[src/source/vlane_macros.svh]
//************************************************************
// lane sizing and instruction field widths, shared by the
// packages and by RTL that sizes its own loops
//************************************************************
`ifndef VLANE_MACROS_SVH
`define VLANE_MACROS_SVH

`define VLANE_VLEN      64  // bits per vector register
`define VLANE_NUM_VREGS 8
`define VLANE_INSTR_W   16

// instruction fields, top down: op, sew, vd, vs1, vs2
`define VLANE_OP_W      4
`define VLANE_SEW_W     3

`endif
[src/source/vlane_data_pkg.sv]
//************************************************************
// data path types for vector words, scalars and reg indices
//************************************************************
`default_nettype none

`include "vlane_macros.svh"

package vlane_data_pkg;

    typedef logic [`VLANE_VLEN-1:0] vdata_t;
    typedef logic [`VLANE_VLEN-1:0] scalar_t;   // same width as a vector word

    typedef logic [$clog2(`VLANE_NUM_VREGS)-1:0] vreg_idx_t;

endpackage

`default_nettype wire

[src/source/vlane_isa_pkg.sv]
//************************************************************
// instruction word, opcode and element width encodings
//************************************************************
`default_nettype none

`include "vlane_macros.svh"

package vlane_isa_pkg;

    typedef logic [`VLANE_INSTR_W-1:0] instr_t;
    typedef logic [`VLANE_OP_W-1:0]    valu_op_t;
    typedef logic [`VLANE_SEW_W-1:0]   sew_t;

    // odd codes are the vector-scalar forms
    localparam valu_op_t OP_ADD_VV = 4'd0;
    localparam valu_op_t OP_ADD_VX = 4'd1;
    localparam valu_op_t OP_SUB_VV = 4'd2;
    localparam valu_op_t OP_SUB_VX = 4'd3;
    localparam valu_op_t OP_MUL_VV = 4'd4;
    localparam valu_op_t OP_MUL_VX = 4'd5;
    localparam valu_op_t OP_AND_VV = 4'd6;
    localparam valu_op_t OP_AND_VX = 4'd7;
    localparam valu_op_t OP_OR_VV  = 4'd8;
    localparam valu_op_t OP_OR_VX  = 4'd9;
    localparam valu_op_t OP_XOR_VV = 4'd10;
    localparam valu_op_t OP_XOR_VX = 4'd11;

    localparam sew_t SEW_8  = 3'd0;
    localparam sew_t SEW_16 = 3'd1;
    localparam sew_t SEW_32 = 3'd2;
    localparam sew_t SEW_64 = 3'd3; // codes above this are illegal

endpackage

`default_nettype wire

[src/source/vector_decode.sv]
//************************************************************
// issue stage, latches a strobed instruction and scalar and
// presents its fields plus the source indices for operand read
//************************************************************
`timescale 1ns/1ps
`default_nettype none

`include "vlane_macros.svh"

module vector_decode (
    input  logic                      clk,
    input  logic                      arst_n,
    input  logic                      instr_valid,
    input  vlane_isa_pkg::instr_t     instr,
    input  vlane_data_pkg::scalar_t   scalar,
    output logic                      iss_valid,
    output vlane_isa_pkg::valu_op_t   iss_op,
    output vlane_isa_pkg::sew_t       iss_sew,
    output vlane_data_pkg::vreg_idx_t iss_vd,
    output vlane_data_pkg::scalar_t   iss_scalar,
    output vlane_data_pkg::vreg_idx_t rd_idx_a,
    output vlane_data_pkg::vreg_idx_t rd_idx_b
);
    import vlane_isa_pkg::*;
    import vlane_data_pkg::*;

    localparam int IDX_W   = $bits(vreg_idx_t);
    localparam int OP_LSB  = `VLANE_INSTR_W - `VLANE_OP_W;
    localparam int SEW_LSB = OP_LSB - `VLANE_SEW_W;
    localparam int VD_LSB  = SEW_LSB - IDX_W;
    localparam int VS1_LSB = VD_LSB - IDX_W;
    localparam int VS2_LSB = VS1_LSB - IDX_W;   // lands on bit 0

    instr_t  instr_q;
    scalar_t scalar_q;

    always_ff @(posedge clk or negedge arst_n) begin
        if (!arst_n) begin
            iss_valid <= 1'b0;
        end else begin
            iss_valid <= instr_valid;   // one cycle behind the strobe
        end
    end

    // fields hold until the next strobe
    always_ff @(posedge clk) begin
        if (instr_valid) begin
            instr_q  <= instr;
            scalar_q <= scalar;
        end
    end

    assign iss_op     = instr_q[OP_LSB +: `VLANE_OP_W];
    assign iss_sew    = instr_q[SEW_LSB +: `VLANE_SEW_W];
    assign iss_vd     = instr_q[VD_LSB +: IDX_W];
    assign iss_scalar = scalar_q;

    // source indices go straight to the regfile so data is there at issue
    assign rd_idx_a = instr_q[VS1_LSB +: IDX_W];
    assign rd_idx_b = instr_q[VS2_LSB +: IDX_W];

endmodule

`default_nettype wire

[config.mk]
export PLATFORM = sky130hd
export DESIGN_NAME = vector_decode
export DESIGN_NICKNAME = d
export VERILOG_FILES = /design/src/source/vlane_data_pkg.sv /design/src/source/vlane_isa_pkg.sv /design/src/source/vector_decode.sv
export VERILOG_INCLUDE_DIRS = /design/src /design/src/source
export SDC_FILE = /design/constraint.sdc
export NUM_CORES = 1
export LEC_CHECK = 0
export BUFFER_PORTS_ARGS = -buffer_cell sky130_fd_sc_hd__buf_2
export CAP_MARGIN = 20
export CORE_MARGIN = 4
export CORE_UTILIZATION = 26
export DETAILED_ROUTE_END_ITERATION = 8
export PLACE_DENSITY_LB_ADDON = 0.1
export SYNTH_ARGS = -nofsm -noshare
export SYNTH_HDL_FRONTEND = slang
export SYNTH_SLANG_ARGS = --single-unit
export TNS_END_PERCENT = 1
[constraint.sdc]
create_clock -name clk -period 0.8 [get_ports clk]
set_input_delay 0.12 -clock clk [delete_from_list [all_inputs] [get_ports clk]]
set_output_delay 0.12 -clock clk [all_outputs]
set_load 0.02 [all_outputs]
==> metrics.md <==
| Metric | Value |
|---|---|
| Mean Syn Cell Area | 29.97 sq um |
| Post-synthesis sequential area ratio | 1.000 |
| Final setup viols | 81 |
| Clock Tree Buf Depth | 2 |
| First-pass GRT wire length | 10,400 microns |
| Nets | 425 |
| Comb_multi_in | 0 |
| Minimum clock period | 1.032 ns |
| Diode count | 0 |
| Run status | finished, violations left |
| Final hold slack | 0.08180 ns |
| Mapped Area | 0.002427 sq mm |
| Area growth syn-to-layout | 83.81% |
| Slew margin rel. | 0.9111 |
| FP Rows | 34 |
| Area of the die | 0.01095 sq mm |
| Synth Register Bits | 81 |
| Netlist cell types | 2 |
| CP max FO | 1 |
| Period utilization | 1.291 |
| DRT iter0 DRCs | 31 |
| Antenna-violating nets left | 0 |
| Share of cells above drive strength 1 | 0.5274 |
| Htree depth | 3 |
| Pin count of the biggest net entering global routing | 25 |
| Hold Crit Class | in2async |
| Via count | 1,783 |
| Port bufs | 163 |
| Synthesis Warnings | 0 |
| Drt pass-1 iters | 4 |
| Critical Path RT | 0.68 ns |
| Worst Tran Pin Value | 0.1334 ns |
| Area of the multi-input gates | 0 sq um |
| Core Region | 0.008891 sq mm |
| Setup crit end kind | output pin |
| Starting Density | 0.2730 |
| Vias in the first global route | 2,055 |
| WL/cell | 14.69 microns |
| Startpoint Class | flop |
| Syn Inst Count | 81 |
| Max-Cap Viols | 0 |
| Slowest-stage cell, CP | edfxtp_1 |
| Cell Area, Placed | 0.003463 sq mm |
| Worst vdd ir | 1.068 mV |
| CTS tree | built |
| RSZ-0062 raised after global routing | true |
| Fin area | 0.004462 sq mm |
| Final Hold Vio Count | 0 |
| Routed wire length | 6683 microns |
| Final Max Slew Viols | 0 |
| Clock sinks | 81 |
| Die height | 104.6 microns |
| Aggregate global-route resource usage | 0.1243 |
| FF/Latch Area | 0.002427 sq mm |
| Cell family with most CP delay | flip-flops |
| Critical path launch point | iss_scalar[15]$_DFFE_PP_ |
| DR vias/cell | 3.919 |
| Post-CTS Setup Inserts | 0 |
| Remaining Overflow, GRT | 0 |
| Num CTS Buffers | 9 |
| Synth area leaders | edfxtp_1 99%, dfrtp_1 1.0% |
| Syn Nets | 164 |
| I/O pin cnt | 164 |
| Die W | 104.6 microns |
| PwrDens | 2018 mW/mm^2 |
| Worst-path clk slew | 0.08 ns |
| WP buf/inv | 1 |
| Layout fillers | 770 |
| Setup ws final | -0.2324 ns |
| Final Wtd Congestion | 0.6789 |
| Pleak | 1.910 nW |
| DRC | 0 |
| Critical Path, Cell by Cell | buf_2 |
| CTS root buffer | clkbuf_8 |
| Yosys top cell area share | 0.9897 |
| CP peak stage delay | 0.39 ns |
| Initial antenna violation count | 0 |
| Final Total Pwr | 9.004 mW |
| Failing checks | negative setup slack |
| Arr. time, crit path | 0.91 ns |
| Area leader, netlist | edfxtp_1 |
| Post-layout utilization of the core | 0.5018 |
| DP HPWL | 4598 microns |
| Setup CP Type | reg2out |
| Max Fclk | 0.9686 GHz |
-- layout make-up --
cell class,instances,area share
clock inverter,6,0.007852
sequential,81,0.5440
tap,108,0.03029
timing repair buffer,250,0.3892
clock buffer,10,0.02860
-- kinds of logic after synthesis --
family	share of synthesized area
flops	1.000
-- flip-flops by register name (all words and copies together), names as in the netlist --
name,count
instr_q,16
iss_scalar,64
iss_valid,1
-- layer usage --
metal  part of all wire  global-route usage  up-vias
met5                  0                   0        -
met4              0.019             0.05436        0
met3               0.10             0.05425       13
met2               0.51              0.2223      110
met1               0.37              0.1257      811
li1                   -                   -      849
-- repair_timing --
action / in CTS / in global routing
hold endpoints to repair: 81 / 0
endpoints found under the setup margin: 81 / 81
gates resized for setup: 4 / 4
pin swaps: 0 / 0
hold buffers: 81 / 0
-- Yosys cell counts --
library cell  count
dfrtp_1           1
edfxtp_1         80
-- cells in the final DEF, fill, tap and decap left out --
master and count:
buf_12 3, buf_2 158, buf_4 4, buf_6 4, clkbuf_1 1, clkbuf_8 9
clkinv_1 1, clkinv_2 3, clkinv_4 1, clkinvlp_4 1, dfrtp_1 1, dlygate4sd3_1 81
edfxtp_1 80
-- stage by stage --
| stage | cells | setup WS, ns | setup TNS [ns] |
|---|---|---|---|
| finish | 455 | -0.2324 | -15.58 |
| floorplan | 81 | 0.2305 | 0 |
| global route | 455 | -0.2783 | -19.67 |
| CTS | 455 | -0.2684 | -17.80 |
| global placement | 358 | 0.003178 | 0 |
| detailed placement | 358 | -0.002834 | -0.03410 |
-- where the power goes --
group          switching, mW  internal [mW]
logic                  0.751          0.665
registers             0.0808           5.03
clock network           1.38           1.10
-- worst paths after layout --
kind                                        to  depth (start not counted)  slack [ns]
min                        iss_valid$_DFF_PN0_                          2        0.08
max                             iss_scalar[15]                          1       -0.23
min in group clk           iss_valid$_DFF_PN0_                          2        0.16
max in group asynchronous  iss_valid$_DFF_PN0_                          2        0.63
Note: power is estimated with default switching activity, not from simulation.
