**config.mk**
```make
export PLATFORM = sky130hd
export DESIGN_NAME = vector_regfile
export DESIGN_NICKNAME = d
export VERILOG_FILES = /design/src/source/vlane_data_pkg.sv /design/src/source/vector_regfile.sv
export VERILOG_INCLUDE_DIRS = /design/src /design/src/source
export SDC_FILE = /design/constraint.sdc
export NUM_CORES = 2
export LEC_CHECK = 0
export ABC_CLOCK_PERIOD_IN_PS = 2600
export BUFFER_PORTS_ARGS = -buffer_cell sky130_fd_sc_hd__buf_4
export CAP_MARGIN = 5
export CORE_MARGIN = 1
export CORE_UTILIZATION = 35
export CTS_BUF_LIST = sky130_fd_sc_hd__clkbuf_2
export CTS_CLUSTER_DIAMETER = 40
export DETAILED_ROUTE_END_ITERATION = 10
export GPL_TIMING_DRIVEN = 0
export PLACE_DENSITY = 0.56
export SLEW_MARGIN = 20
export SYNTH_ARGS = -nofsm -noshare
export SYNTH_HDL_FRONTEND = slang
export SYNTH_SLANG_ARGS = --single-unit
```
**constraint.sdc**
```tcl
create_clock -name clk -period 2.6 [get_ports clk]
set_input_delay 0.52 -clock clk [delete_from_list [all_inputs] [get_ports clk]]
set_output_delay 0.52 -clock clk [all_outputs]
set_load 0.005 [all_outputs]
```
**src/source/vlane_macros.svh**
```systemverilog
//************************************************************
// lane sizing and instruction field widths, shared by the
// packages and by RTL that sizes its own loops
//************************************************************
`ifndef VLANE_MACROS_SVH
`define VLANE_MACROS_SVH

`define VLANE_VLEN      64  // bits per vector register
`define VLANE_NUM_VREGS 8
`define VLANE_INSTR_W   16

// instruction fields, top down: op, sew, vd, vs1, vs2
`define VLANE_OP_W      4
`define VLANE_SEW_W     3

`endif
```
**src/source/vlane_data_pkg.sv**
```systemverilog
//************************************************************
// data path types for vector words, scalars and reg indices
//************************************************************
`default_nettype none

`include "vlane_macros.svh"

package vlane_data_pkg;

    typedef logic [`VLANE_VLEN-1:0] vdata_t;
    typedef logic [`VLANE_VLEN-1:0] scalar_t;   // same width as a vector word

    typedef logic [$clog2(`VLANE_NUM_VREGS)-1:0] vreg_idx_t;

endpackage

`default_nettype wire

```
**src/source/vector_regfile.sv**
```systemverilog
//************************************************************
// vector register file, external load port plus ALU writeback,
// two combinational read ports that forward the writeback
//************************************************************
`timescale 1ns/1ps
`default_nettype none

`include "vlane_macros.svh"

module vector_regfile (
    input  logic                      clk,
    input  logic                      arst_n,
    input  logic                      load_valid,
    input  vlane_data_pkg::vreg_idx_t load_idx,
    input  vlane_data_pkg::vdata_t    load_data,
    input  logic                      wb_valid,
    input  vlane_data_pkg::vreg_idx_t wb_idx,
    input  vlane_data_pkg::vdata_t    wb_data,
    input  vlane_data_pkg::vreg_idx_t rd_idx_a,
    input  vlane_data_pkg::vreg_idx_t rd_idx_b,
    output vlane_data_pkg::vdata_t    rd_data_a,
    output vlane_data_pkg::vdata_t    rd_data_b
);
    import vlane_data_pkg::*;

    vdata_t regs [`VLANE_NUM_VREGS];

    logic   fwd_a;
    logic   fwd_b;

    always_ff @(posedge clk or negedge arst_n) begin
        if (!arst_n) begin
            for (int i = 0; i < `VLANE_NUM_VREGS; i++) begin
                regs[i] <= '0;
            end
        end else begin
            for (int i = 0; i < `VLANE_NUM_VREGS; i++) begin
                if (wb_valid && wb_idx == vreg_idx_t'(i)) begin
                    regs[i] <= wb_data;         // writeback wins a clash
                end else if (load_valid && load_idx == vreg_idx_t'(i)) begin
                    regs[i] <= load_data;
                end
            end
        end
    end

    // bypass covers a dependent instruction issued right behind its producer
    assign fwd_a = wb_valid && (wb_idx == rd_idx_a);
    assign fwd_b = wb_valid && (wb_idx == rd_idx_b);

    assign rd_data_a = fwd_a ? wb_data : regs[rd_idx_a];
    assign rd_data_b = fwd_b ? wb_data : regs[rd_idx_b];

endmodule

`default_nettype wire

```
==> results.sh <==
export IMPL_status="finished with violations"
export IMPL_violations="setup timing"
export IMPL_grt_ovfl_total=0
export IMPL_synth_simple_area_share_pct=0.329
export IMPL_wl_met2_um=57700
export IMPL_drive_gt1_share_pct=63.0
export IMPL_slowest_delay_ns=0.49
export IMPL_worst_slew_pin_slew_ns=1.18
export IMPL_total_power_mw=28.4
export IMPL_worstPathCellList="mux4_2 > mux2_4 > mux2_4 > buf_6"
export IMPL_synth_area_leader_cell="dfrtp_1"
export IMPL_relSlewSlack_pct=21.3
export IMPL_yosysWarnings=0
export IMPL_wl_per_cell_um=27.2
export IMPL_synth_compound_area_share_pct=0.195
export IMPL_clockBufferDepth=3
export IMPL_path_max_fanout=3
export IMPL_nFillCells=8872
export IMPL_skew_ns=0
export IMPL_htree_levels=4
export IMPL_grtUsageTotal_pct=24.0
export IMPL_cp_data_required_time_ns=2.08
export IMPL_drtAntennaViolNets=0
export IMPL_synth_cell_types=22
export IMPL_cap_violations=0
export IMPL_num_vias=24700
export IMPL_ir_drop_uv=418
export IMPL_clk_latency_ns=1.38
export IMPL_io_buffers=201
export IMPL_synth_area_per_cell_um2=14.8
export IMPL_layout_min_cycle_time_ns=3.55
export IMPL_syn_cell_area_mm2=0.0346
export IMPL_synth_nets=2483
export IMPL_cp_slowest_cell="mux4_2"
export IMPL_yosysSeqAreaShare_pct=37.1
export IMPL_setup_ws_ns=-0.949
export IMPL_setup_tns_final_ns=-114.05
export IMPL_syn_inst=2339
export IMPL_synth_top_area_share_pct=37.1
export IMPL_drtIter0Drc=1243
export IMPL_synth_adder_area_share_pct=0
export IMPL_first_global_vias=27200
export IMPL_top_register="regs"
export IMPL_die_h_um=316
export IMPL_start_kind="flip-flop"
export IMPL_area_growth_pct=26.3
export IMPL_r2r_setup_slack_ns=1.57
export IMPL_dr_pass1_iters=5
export IMPL_setup_viol=128
export IMPL_synthXorXnorAreaFrac_pct=0.152
export IMPL_cp_data_arrival_time_ns=3.03
export IMPL_synthMuxAreaShare_pct=58.4
export IMPL_finalHoldViolations=0
export IMPL_period_share_pct=136
export IMPL_grt_max_degree=96
export IMPL_worstSetupPathType="flip-flop to output port"
export IMPL_clkSlewWorstSetupHoldPaths_ns=0.10
export IMPL_critical_path_startpoint="regs[316]"
export IMPL_dr_wl_met3_um=7190
export IMPL_ios=272
export IMPL_rr_endpoint="regs[289]"
export IMPL_dp_hpwl_um=75600
export IMPL_synth_top_family_by_area="multiplexers"
export IMPL_reg_top3="regs x512"
export IMPL_via_per_inst=5.63
export IMPL_route_detailed_drc=0
export IMPL_drv_slew=0
export IMPL_top_layer="met5"
export IMPL_num_rows=114
export IMPL_path_common_cell="mux2_4"
export IMPL_reg2reg_from="regs[289]"
export IMPL_pwr_density_cell_mw_per_mm2=650
export IMPL_clockRootBuffer="clkbuf_2"
export IMPL_gp_congestion=0.812
export IMPL_cts_buffers_inserted=155
export IMPL_grt_pass1_wl_um=177000
export IMPL_wl_met1_um=50000
export IMPL_nets=3153
export IMPL_antenna_found_initial=15
export IMPL_cts_tree="done"
export IMPL_clock_sinks=512
export IMPL_hp_class="primary input to flip-flop"
export IMPL_wirelength_um=120000
export IMPL_dieArea_mm2=0.100
export IMPL_largest_register_ffs=512
export IMPL_grt_setup_unrepaired="yes"
export IMPL_die_w_um=316
export IMPL_end_kind="output port"
export IMPL_r2r_cells=3
export IMPL_start_util_pct=35.5
export IMPL_worstSetupEndpoint="rd_data_a[60]"
export IMPL_ys_ff_latch=512
export IMPL_timing_fmax_ghz=0.282
export IMPL_yosys_top_cells_area="dfrtp_1, mux2_2, mux4_2"
export IMPL_p_leak_nw=18.4
export IMPL_core_area_mm2=0.0973
-- per-stage QoR --
stage	setup slack [ns]	std cells	hold WS (ns)	instance area (um2)	util, %
floorplan	0.0371	2339	0.224	34600	-
global placement	-4.71	3816	0.479	37700	38.7
detailed placement	-1.31	3821	0.491	37800	38.9
CTS	-1.09	4368	0.0000299	43500	44.7
global route	-1.09	4388	0.0581	43700	44.9
finish	-0.949	4390	0.119	43700	44.9
-- per-layer routing --
metal  track usage, %  up-vias
li1                 -    10500
met4             10.1       24
met3             5.52      304
met5                0        -
met1             30.4    13000
met2             39.4      871
-- power breakdown --
group          internal [mW]  switching, mW
registers               9.89           1.42
clock network           2.45           3.86
logic                   7.03           3.74
total                   19.4           9.02
-- kinds of logic after synthesis --
family                 Yosys count
flip-flops                     512
AND/OR/NAND/NOR                 16
multiplexers                  1536
AO/OA/AOI/OAI                    8
buffers and inverters          261
XOR/XNOR                         6
-- Yosys cell counts --
cell	number
nor4bb_1	3
buf_6	26
a31o_2	1
buf_2	102
clkbuf_1	103
o21bai_1	2
xnor2_1	6
o21ai_2	4
nand4b_1	3
buf_1	17
mux2_1	191
nor2_1	1
inv_1	1
nand4_1	3
nand2_1	2
a31o_1	1
mux4_2	256
nor4b_1	1
mux2_2	1089
nand2b_1	3
dfrtp_1	512
buf_4	12
-- layout make-up --
type / count / area, um2 / share of cell area (%)
clock buffer: 205 / 1030 / 2.35
tap: 1276 / 1600 / 3.66
multi-input combinational: 1566 / 21400 / 48.9
buffer: 260 / 1350 / 3.09
clock inverter: 46 / 299 / 0.685
inverter: 1 / 3.75 / 0.00860
sequential: 512 / 12800 / 29.3
antenna: 11 / 27.5 / 0.0630
timing repair buffer: 513 / 5170 / 11.9
-- worst max-delay path: cells and delay by family, from the launching register on --
| family | cells | cell delay, ns |
|---|---|---|
| mux | 3 | 1.08 |
| buf+inv | 1 | 0.11 |
| flops | 1 | 0.40 |
-- what timing repair did --
action	CTS	global route
pin swaps	2	0
setup endpoints to repair	128	128
setup buffers	19	11
cloned	0	0
hold buffers	277	0
gates resized for setup	362	25
hold endpoints to repair	789	0
-- cell usage in the layout, fill, tap and decap left out, types with 3 or more instances in the layout --
master | Yosys | routed
mux2_2 | 1089 | 834
dfrtp_1 | 512 | 512
dlygate4sd3_1 | 0 | 276
mux4_2 | 256 | 256
mux2_4 | 0 | 255
clkbuf_2 | 0 | 210
mux2_1 | 191 | 191
buf_6 | 26 | 154
buf_4 | 12 | 112
buf_2 | 102 | 102
clkbuf_1 | 103 | 98
clkinv_1 | 0 | 28
buf_1 | 17 | 17
diode_2 | 0 | 11
xnor2_1 | 6 | 6
buf_16 | 0 | 6
clkinv_4 | 0 | 5
clkinv_2 | 0 | 5
o21ai_2 | 4 | 4
nand4_1 | 3 | 3
nor4bb_1 | 3 | 3
nand2b_1 | 3 | 3
nand4b_1 | 3 | 3
clkinvlp_4 | 0 | 3
bufinv_16 | 0 | 3
-- worst min path at each step --
stage / start / depth (start not counted) / slack (ns) / to
global placement: regs[71] / 1 / 0.48 / regs[71]
global route: load_data[10] / 4 / 0.06 / regs[138]
floorplan: arst_n / 0 / 0.22 / regs[0]
finish: load_data[31] / 4 / 0.12 / regs[415]
detailed placement: arst_n / 1 / 0.49 / regs[432]
CTS: load_data[31] / 4 / 0.00003 / regs[415]
Note: power is estimated with default switching activity, not from simulation.
